[src/verilog/audio_settings.svh]
// width and depth settings of the audio playback path that the package and the RTL include
`ifndef AUDIO_SETTINGS_SVH
`define AUDIO_SETTINGS_SVH

// memory side
`define AUDIO_ADDR_W        16      // word address into the shared memory

// period timer and sample length
`define AUDIO_PERIOD_W      15      // period counts clocks minus one and length counts words

// output side
`define AUDIO_DAC_W         8       // unsigned level into each pulse-density DAC

// number of sample words held ahead of playback
`define AUDIO_BUF_WORDS     3

`endif

[src/verilog/audio_pkg.sv]
// shared types of the audio playback path that every RTL file references by scoped name
`default_nettype none

`include "audio_settings.svh"

package audio_pkg;

    typedef logic [`AUDIO_ADDR_W-1:0]   addr_t;     // memory word address
    typedef logic [15:0]                word_t;     // two samples, high byte plays first
    typedef logic [`AUDIO_PERIOD_W-1:0] count_t;    // period minus one, or length in words
    typedef logic signed [7:0]          sample_t;   // two's-complement sample
    typedef logic signed [7:0]          vol_t;      // 64 is unity gain
    typedef logic [`AUDIO_DAC_W-1:0]    level_t;    // 0x80 is silence

    // per-side volume with left in the upper byte
    typedef struct packed {
        vol_t   left;
        vol_t   right;
    } chan_vol_t;

    // channel setup as it arrives at the top level
    typedef struct packed {
        chan_vol_t  vol;
        count_t     period;
        addr_t      start;
        count_t     len;
    } chan_cfg_t;

    typedef enum logic [0:0] {
        MIX_LOAD    = 1'b0,     // register multiplier operands
        MIX_SCALE   = 1'b1      // form both levels from the products
    } mix_state_t;

endpackage

`default_nettype wire

[src/verilog/audio_fetch.sv]
// fetch engine that requests sample words on memory slots and feeds the mixer one byte per step
`default_nettype none
`timescale 1ns/1ps

`include "audio_settings.svh"

module audio_fetch (
    input  wire logic               clk,
    input  wire logic               reset_i,
    input  wire logic               enable_i,
    input  wire audio_pkg::addr_t   start_i,
    input  wire audio_pkg::count_t  len_i,
    input  wire logic               slot_start_i,
    input  wire logic               slot_end_i,
    input  wire audio_pkg::word_t   word_i,
    input  wire logic               step_i,
    output logic                    fetch_o,
    output audio_pkg::addr_t        addr_o,
    output audio_pkg::sample_t      sample_o
);

    localparam int BUF_WORDS = `AUDIO_BUF_WORDS;

    audio_pkg::addr_t       addr_q;                 // address of the next word to request
    audio_pkg::count_t      remain_q;               // words left before wrapping to start
    logic                   enable_q;
    logic                   fetch_q;
    logic                   low_sel_q;              // head word is on its low byte
    audio_pkg::word_t       buf_q [BUF_WORDS];      // entry 0 is the head
    logic [BUF_WORDS-1:0]   valid_q;

    audio_pkg::word_t       buf_d [BUF_WORDS];
    logic [BUF_WORDS-1:0]   valid_d;
    audio_pkg::word_t       head;

    logic                   restart;
    logic                   capture;
    logic                   consume;
    logic                   pop;
    logic                   slot_ok;
    logic                   wrap;

    assign restart = enable_i && !enable_q;                 // enable rising edge
    assign capture = enable_i && fetch_q && slot_end_i;     // slot end without request is ignored
    assign consume = step_i && valid_q[0];                  // step on an empty buffer does nothing
    assign pop     = consume && low_sel_q;                  // word leaves after its low byte
    assign slot_ok = enable_i && slot_start_i && !valid_q[BUF_WORDS-1];
    assign wrap    = (remain_q == '0);

    // shift out the head word, then drop a captured word into the first free entry
    always_comb begin : buf_next
        logic placed;

        placed  = 1'b0;
        buf_d   = buf_q;
        valid_d = valid_q;
        if (pop) begin
            for (int i = 0; i < BUF_WORDS - 1; i++) begin
                buf_d[i] = buf_q[i + 1];
            end
            valid_d = valid_q >> 1;
        end
        if (capture) begin
            for (int i = 0; i < BUF_WORDS; i++) begin
                if (!valid_d[i] && !placed) begin
                    buf_d[i]   = word_i;
                    valid_d[i] = 1'b1;
                    placed     = 1'b1;
                end
            end
        end
    end

    always_ff @(posedge clk) begin
        if (reset_i) begin
            enable_q  <= 1'b0;
            fetch_q   <= 1'b0;
            low_sel_q <= 1'b0;
            valid_q   <= '0;
        end else begin
            enable_q <= enable_i;
            if (!enable_i) begin
                fetch_q   <= 1'b0;              // drop any open request
                low_sel_q <= 1'b0;
                valid_q   <= '0;
            end else begin
                valid_q <= valid_d;
                if (capture) begin
                    fetch_q <= 1'b0;
                end else if (slot_ok) begin
                    fetch_q <= 1'b1;
                end
                if (consume) begin
                    low_sel_q <= !low_sel_q;
                end
            end
        end
    end

    // word data and the looping address walk
    always_ff @(posedge clk) begin
        buf_q <= buf_d;
        if (reset_i || restart) begin
            addr_q   <= start_i;
            remain_q <= len_i - 1'b1;
        end else if (capture) begin
            if (wrap) begin
                addr_q   <= start_i;            // loop back at the end of the region
                remain_q <= len_i - 1'b1;
            end else begin
                addr_q   <= addr_q + 1'b1;
                remain_q <= remain_q - 1'b1;
            end
        end
    end

    assign head = buf_q[0];

    always_comb begin
        if (!valid_q[0]) begin
            sample_o = '0;                      // nothing buffered yet
        end else if (low_sel_q) begin
            sample_o = audio_pkg::sample_t'(head[7:0]);
        end else begin
            sample_o = audio_pkg::sample_t'(head[15:8]);
        end
    end

    assign fetch_o = fetch_q;
    assign addr_o  = addr_q;                    // steady while the request is open

endmodule

`default_nettype wire

[src/verilog/audio_mixer.sv]
// sample rate timer and volume mixer that turn buffered samples into left and right DAC levels
`default_nettype none
`timescale 1ns/1ps

`include "audio_settings.svh"

module audio_mixer (
    input  wire logic                   clk,
    input  wire logic                   reset_i,
    input  wire logic                   enable_i,
    input  wire audio_pkg::count_t      period_i,
    input  wire audio_pkg::chan_vol_t   vol_i,
    input  wire audio_pkg::sample_t     sample_i,
    output logic                        step_o,
    output audio_pkg::level_t           level_l_o,
    output audio_pkg::level_t           level_r_o
);

    localparam int PW = `AUDIO_PERIOD_W;

    audio_pkg::count_t      per_q;          // clocks left until the next sample
    logic [PW:0]            per_dec;        // top bit is the borrow out
    logic                   step;

    audio_pkg::sample_t     sample_q;       // sample now playing
    audio_pkg::mix_state_t  state_q;

    // multiplier operands, registered in MIX_LOAD
    audio_pkg::sample_t     op_smp_q;
    audio_pkg::vol_t        op_vol_l_q;
    audio_pkg::vol_t        op_vol_r_q;

    logic signed [15:0]     prod_l;
    logic signed [15:0]     prod_r;

    assign per_dec = {1'b0, per_q} - 1'b1;
    assign step    = enable_i && per_dec[PW];   // counter underflows this cycle
    assign step_o  = step;

    // period timer and sample latch
    always_ff @(posedge clk) begin
        if (reset_i) begin
            per_q    <= '0;
            sample_q <= '0;
        end else if (!enable_i) begin
            per_q <= '0;                        // first step comes right after enable
        end else if (step) begin
            per_q    <= period_i;
            sample_q <= sample_i;               // byte consumed by the same pulse
        end else begin
            per_q <= per_dec[PW-1:0];
        end
    end

    // 64 is unity so bits 13..6 of the 8x8 signed products keep the sample scale
    assign prod_l = op_smp_q * op_vol_l_q;
    assign prod_r = op_smp_q * op_vol_r_q;

    always_ff @(posedge clk) begin
        op_smp_q   <= sample_q;
        op_vol_l_q <= vol_i.left;
        op_vol_r_q <= vol_i.right;
    end

    // levels move every other cycle in the two-phase mix
    always_ff @(posedge clk) begin
        if (reset_i) begin
            state_q   <= audio_pkg::MIX_LOAD;
            level_l_o <= '0;
            level_r_o <= '0;
        end else if (!enable_i) begin
            state_q   <= audio_pkg::MIX_LOAD;
            level_l_o <= audio_pkg::level_t'(vol_i.left);     // volume byte as a fixed level
            level_r_o <= audio_pkg::level_t'(vol_i.right);
        end else begin
            case (state_q)
                audio_pkg::MIX_LOAD: begin
                    state_q <= audio_pkg::MIX_SCALE;    // operands load this cycle
                end
                audio_pkg::MIX_SCALE: begin
                    state_q   <= audio_pkg::MIX_LOAD;
                    level_l_o <= prod_l[13:6] + 8'h80;  // signed to offset binary
                    level_r_o <= prod_r[13:6] + 8'h80;
                end
                default: begin
                    state_q <= audio_pkg::MIX_LOAD;
                end
            endcase
        end
    end

endmodule

`default_nettype wire

[src/verilog/audio_dac.sv]
// first-order pulse-density DAC for one output pin that turns an unsigned level into pulses
`default_nettype none
`timescale 1ns/1ps

`include "audio_settings.svh"

module audio_dac #(
    parameter int WIDTH = `AUDIO_DAC_W
) (
    input  wire logic               clk,
    input  wire logic               reset_i,
    input  wire logic [WIDTH-1:0]   level_i,
    output logic                    pulse_o
);

    logic [WIDTH-1:0]   acc_q;          // error accumulator
    logic [WIDTH:0]     sum;            // top bit is the carry out

    assign sum = {1'b0, acc_q} + {1'b0, level_i};

    // carry rate equals level / 2**WIDTH
    always_ff @(posedge clk) begin
        if (reset_i) begin
            acc_q   <= '0;
            pulse_o <= 1'b0;
        end else begin
            acc_q   <= sum[WIDTH-1:0];
            pulse_o <= sum[WIDTH];
        end
    end

endmodule

`default_nettype wire

[src/verilog/audio_top.sv]
// one-channel playback top level that joins the fetch engine, the mixer and two DACs
`default_nettype none
`timescale 1ns/1ps

`include "audio_settings.svh"

module audio_top (
    input  wire logic                   clk,
    input  wire logic                   reset_i,
    input  wire audio_pkg::chan_cfg_t   cfg_i,
    input  wire logic                   enable_i,
    input  wire logic                   slot_start_i,
    input  wire logic                   slot_end_i,
    input  wire audio_pkg::word_t       word_i,
    output logic                        fetch_o,
    output audio_pkg::addr_t            addr_o,
    output logic                        pdm_l_o,
    output logic                        pdm_r_o
);

    audio_pkg::sample_t     sample;         // head byte of the fetch buffer
    logic                   step;           // mixer takes that byte
    audio_pkg::level_t      level_l;
    audio_pkg::level_t      level_r;

    audio_fetch fetch (
        .clk            (clk),
        .reset_i        (reset_i),
        .enable_i       (enable_i),
        .start_i        (cfg_i.start),
        .len_i          (cfg_i.len),
        .slot_start_i   (slot_start_i),
        .slot_end_i     (slot_end_i),
        .word_i         (word_i),
        .step_i         (step),
        .fetch_o        (fetch_o),
        .addr_o         (addr_o),
        .sample_o       (sample)
    );

    audio_mixer mixer (
        .clk            (clk),
        .reset_i        (reset_i),
        .enable_i       (enable_i),
        .period_i       (cfg_i.period),
        .vol_i          (cfg_i.vol),
        .sample_i       (sample),
        .step_o         (step),
        .level_l_o      (level_l),
        .level_r_o      (level_r)
    );

    audio_dac #(
        .WIDTH          (`AUDIO_DAC_W)
    ) dac_l (
        .clk            (clk),
        .reset_i        (reset_i),
        .level_i        (level_l),
        .pulse_o        (pdm_l_o)
    );

    audio_dac #(
        .WIDTH          (`AUDIO_DAC_W)
    ) dac_r (
        .clk            (clk),
        .reset_i        (reset_i),
        .level_i        (level_r),
        .pulse_o        (pdm_r_o)
    );

endmodule

`default_nettype wire

[config.mk]
export PLATFORM = sky130hd
export DESIGN_NAME = audio_top
export DESIGN_NICKNAME = d
export VERILOG_FILES = /design/src/verilog/audio_pkg.sv /design/src/verilog/audio_fetch.sv /design/src/verilog/audio_mixer.sv /design/src/verilog/audio_dac.sv /design/src/verilog/audio_top.sv
export VERILOG_INCLUDE_DIRS = /design/src /design/src/verilog
export SDC_FILE = /design/constraint.sdc
export NUM_CORES = 1
export LEC_CHECK = 0
export ABC_AREA = 1
export BUFFER_PORTS_ARGS = -buffer_cell sky130_fd_sc_hd__buf_2
export CORE_ASPECT_RATIO = 0.7
export CORE_MARGIN = 8
export CORE_UTILIZATION = 51
export DETAILED_ROUTE_END_ITERATION = 8
export PLACE_DENSITY = 0.72
export SLEW_MARGIN = 20
export SYNTH_ARGS = -nofsm -noshare
export SYNTH_HDL_FRONTEND = slang
export SYNTH_SLANG_ARGS = --single-unit
[constraint.sdc]
create_clock -name clk -period 7.6 [get_ports clk]
set_clock_uncertainty 0.05 [all_clocks]
set_input_delay 0.38 -clock clk [delete_from_list [all_inputs] [get_ports clk]]
set_output_delay 0.38 -clock clk [all_outputs]
set_load 0.01 [all_outputs]
==> summary.md <==
| Metric | Value |
|---|---|
| Crit-path most repeated cell | nand2_1 |
| Area share of and/or/nand/nor cells after synthesis | 21.9% |
| VDD IR max | 0.163 mV |
| Initial antenna violation count | 0 |
| Tcrit/Tclk final | 59.7% |
| First-pass GRT wire length | 48000 microns |
| Status | finished clean |
| DRT iter0 DRCs | 584 |
| Crit-path cells | nand2_1 -> fa_1 -> inv_1 -> fa_1 -> fa_1 -> inv_1 -> fa_1 -> inv_1 -> ha_1 -> nand2_1 -> inv_1 -> nand2_1 -> nand2_1 -> nand2_1 -> nand2_1 -> nor2_1 -> inv_1 -> nand2_1 -> nand3_1 -> a21oi_1 |
| Largest net degree at the start of global routing | 47 |
| Reg clk slew, reported paths | 0.07 ns |
| Static Leak | 7.30 nW |
| Max-slew violations | 0 |
| Synth area leaders | dfxtp_1 19%, fa_1 15%, nand2_1 14% |
| Post-synthesis mux area share | 0.162% |
| Clk_lat worst skew | 0.44 ns |
| Top-level I/O count | 102 |
| Commonest non-fill, non-tap cell in the layout | nand2_1 |
| Synth top area share | 19.5% |
| Clock sink count | 167 |
| H-tree depth | 4 |
| Hold Violations, Final | 0 |
| RD Place Congestion | 0.910 |
| GR Overflow Total | 0 |
| Fraction of registers with async set or reset after synthesis | 0% |
| Largest stage delay, worst path | 0.73 ns |
| Final ANT Viol Nets | 0 |
| Power density over the cells | 169 nW/um^2 |
| Vias in the first global route | 9931 |
| TNS Setup | 0 ns |
| All-layer global routing usage | 19.4% |
| Crit path kind | register to register |
| CP max-delay cell | dfxtp_1 |
| Clk root buf | clkbuf_16 |
| Worst R2R Path Depth | 20 |
| Startpoint Class | register |
| Vias | 10200 |
| R2r endpoint | mixer.level_l_o[7] |
| Die Wd | 202 microns |
| RR Startpoint | mixer.op_smp_q[4] |
| Ant. Diodes | 0 |
| Avg WL per Cell | 13.7 microns |
| Largest family of logic cells by synthesized area | adder cells |
| Fmax | 220 MHz |
| Synth Instances | 1631 |
| Crit path arrival time | 4.84 ns |
| Final net count | 1950 |
| Area share of fa/ha/maj cells after synthesis | 22.2% |
| Yosys warns | 0 |
| Cell Area, Synth | 12300 sq um |
| R2r setup slk | 3.06 ns |
| CTS tree | done |
| Area Growth Syn to Fin | 10.7% |
| Layout cells sized above 1 | 9.49% |
| Avg Vias per Cell | 5.00 |
| Cell row count | 47 |
| Ys flop type | dfxtp_1 |
| Most frequent cells in the layout | 444 x nand2_1, 354 x inv_1, 120 x dfxtp_1, 102 x nor2_1, 101 x buf_2 |
| Hold WS | 0.0199 ns |
| Slew headroom | 33.4% |
| CP Max Fanout | 16 |
| Mean Syn Cell Area | 7.56 sq um |
| Setup repair after global routing missed its margin | false |
| HP Class | primary input to register |
| Pwr Total | 0.00231 W |
| Die area | 29500 sq um |
| Routed WL | 27900 microns |
| Post-synthesis sequential area ratio | 30.9% |
| DP Wirelength | 21700 microns |
| Crit. End Element | register |
| Core area | 23700 sq um |
| Die Height | 146 microns |
| Worst hold path depth | 1 |
| Hold Path Sink | mixer.op_vol_r_q[4] |
| Synth Area in Compound Gates | 9.31% |
| Post-Syn Nets | 1876 |
| Yosys top cell by area | dfxtp_1 |
| Post-CTS resize count | 0 |
| Starting Density | 52.0% |
| Postcts setup bufs | 0 |
| Post-Synth XOR/XNOR Area | 2.91% |
| Hold_buf cts | 0 |
| CP required | 7.91 ns |
| Drt first pass iters | 5 |
| PortBufs | 101 |
| Final setup fails | 0 |
| Seq cells post-synth | 167 |
| Max Cap Violations | 0 |
| Cts bufs inserted | 17 |
| Fin crit period | 4.54 ns |
| Clk buf depth | 2 |
| Slew @ Worst Pin | 0.996 ns |
| Number of flops mapped to enable cells by yosys | 47 |
| Drt drc | 0 |
| Hold path startpoint | cfg_i[50] |
| Synth unique cells | 47 |
[power breakdown]
part           internal (W)  leakage, nW  switching [W]
Clock              0.000491        0.290       0.000381
Combinational      0.000147         5.56       0.000230
Sequential         0.000998         1.45      0.0000589
[through the flow]
| stage | instances | util [%] | worst slack (ns) | cell area [sq um] |
|---|---|---|---|---|
| floorplan | 1631 | - | 3.38 | 12300 |
| global placement | 2004 | 55.1 | 3.19 | 13100 |
| detailed placement | 2004 | 55.1 | 3.11 | 13100 |
| CTS | 2036 | 57.6 | 3.06 | 13600 |
| global route | 2036 | 57.6 | 2.70 | 13600 |
| finish | 2036 | 57.6 | 3.06 | 13600 |
[worst max path at each step]
stage,startpoint,end,slack (ns),cells past startpoint
2_1_floorplan,mixer.op_smp_q[4],mixer.level_l_o[7],3.38,19
3_3_place_gp,mixer.op_smp_q[4],mixer.level_l_o[7],3.19,17
3_5_place_dp,mixer.op_smp_q[4],mixer.level_l_o[7],3.11,20
4_1_cts,mixer.op_smp_q[4],mixer.level_l_o[7],3.06,20
5_1_grt,mixer.op_smp_q[5],mixer.level_l_o[7],2.70,20
6_report,mixer.op_smp_q[4],mixer.level_l_o[7],3.06,20
[final cells by class]
class / instances / area, sq um
clock buffer: 22 / 518
clock inverter: 10 / 78.8
fill: 2178 / 10100
inverter: 356 / 1340
multi-input combinational: 1056 / 6950
sequential: 167 / 3810
tap: 318 / 398
timing repair buffer: 107 / 551
[cells in the mapped netlist, drive strengths merged, types with 12 or more instances]
| library cell | number |
|---|---|
| nand2 | 451 |
| fa | 94 |
| buf | 12 |
| a21oi | 63 |
| a31oi | 23 |
| o21ai | 70 |
| edfxtp | 47 |
| nand3 | 68 |
| nor2 | 107 |
| clkbuf | 40 |
| dfxtp | 120 |
| xor2 | 26 |
| inv | 355 |
| xnor2 | 15 |
| nor3 | 16 |
| ha | 68 |
[registers in the layout (all words and copies together), names as in the netlist, 3 cells and up]
name	count
mixer.level_r_o	8
mixer.sample_q	8
mixer.per_q	15
dac_r.acc_q	8
mixer.level_l_o	8
fetch.buf_q	32
fetch.remain_q	15
fetch.valid_q	3
dac_l.acc_q	8
mixer.op_smp_q	8
fetch.head	16
mixer.op_vol_r_q	8
fetch.addr_o	16
mixer.op_vol_l_q	8
[critical path, delay by kind of cell (launching register included)]
kind                       cells  cell delay (ns)
buffers and inverters          5             0.26
adders and majority gates      5             2.44
DFF                            1             0.73
and+or+nand+nor                9             0.82
AOI/OAI and AO/OA              1             0.15
[layer usage]
| layer | wire (microns) | GRT usage [%] | part of all wire [%] | vias up |
|---|---|---|---|---|
| li1 | - | - | - | 5155 |
| met1 | 13500 | 27.6 | 48 | 4724 |
| met2 | 12400 | 29.9 | 44 | 266 |
| met3 | 1700 | 4.00 | 6.1 | 26 |
| met4 | 314 | 4.74 | 1.1 | 0 |
| met5 | 0 | 0 | 0 | - |
[cells by family (layout without fill, tap and decap cells)]
kind of cell,Yosys count,count (layout)
compound gates,193,193
xor+xnor,41,41
fa+ha+maj,162,162
buf+inv,408,495
flops,167,167
mux,2,2
simple gates,658,658
Note: power is estimated with default switching activity, not from simulation.
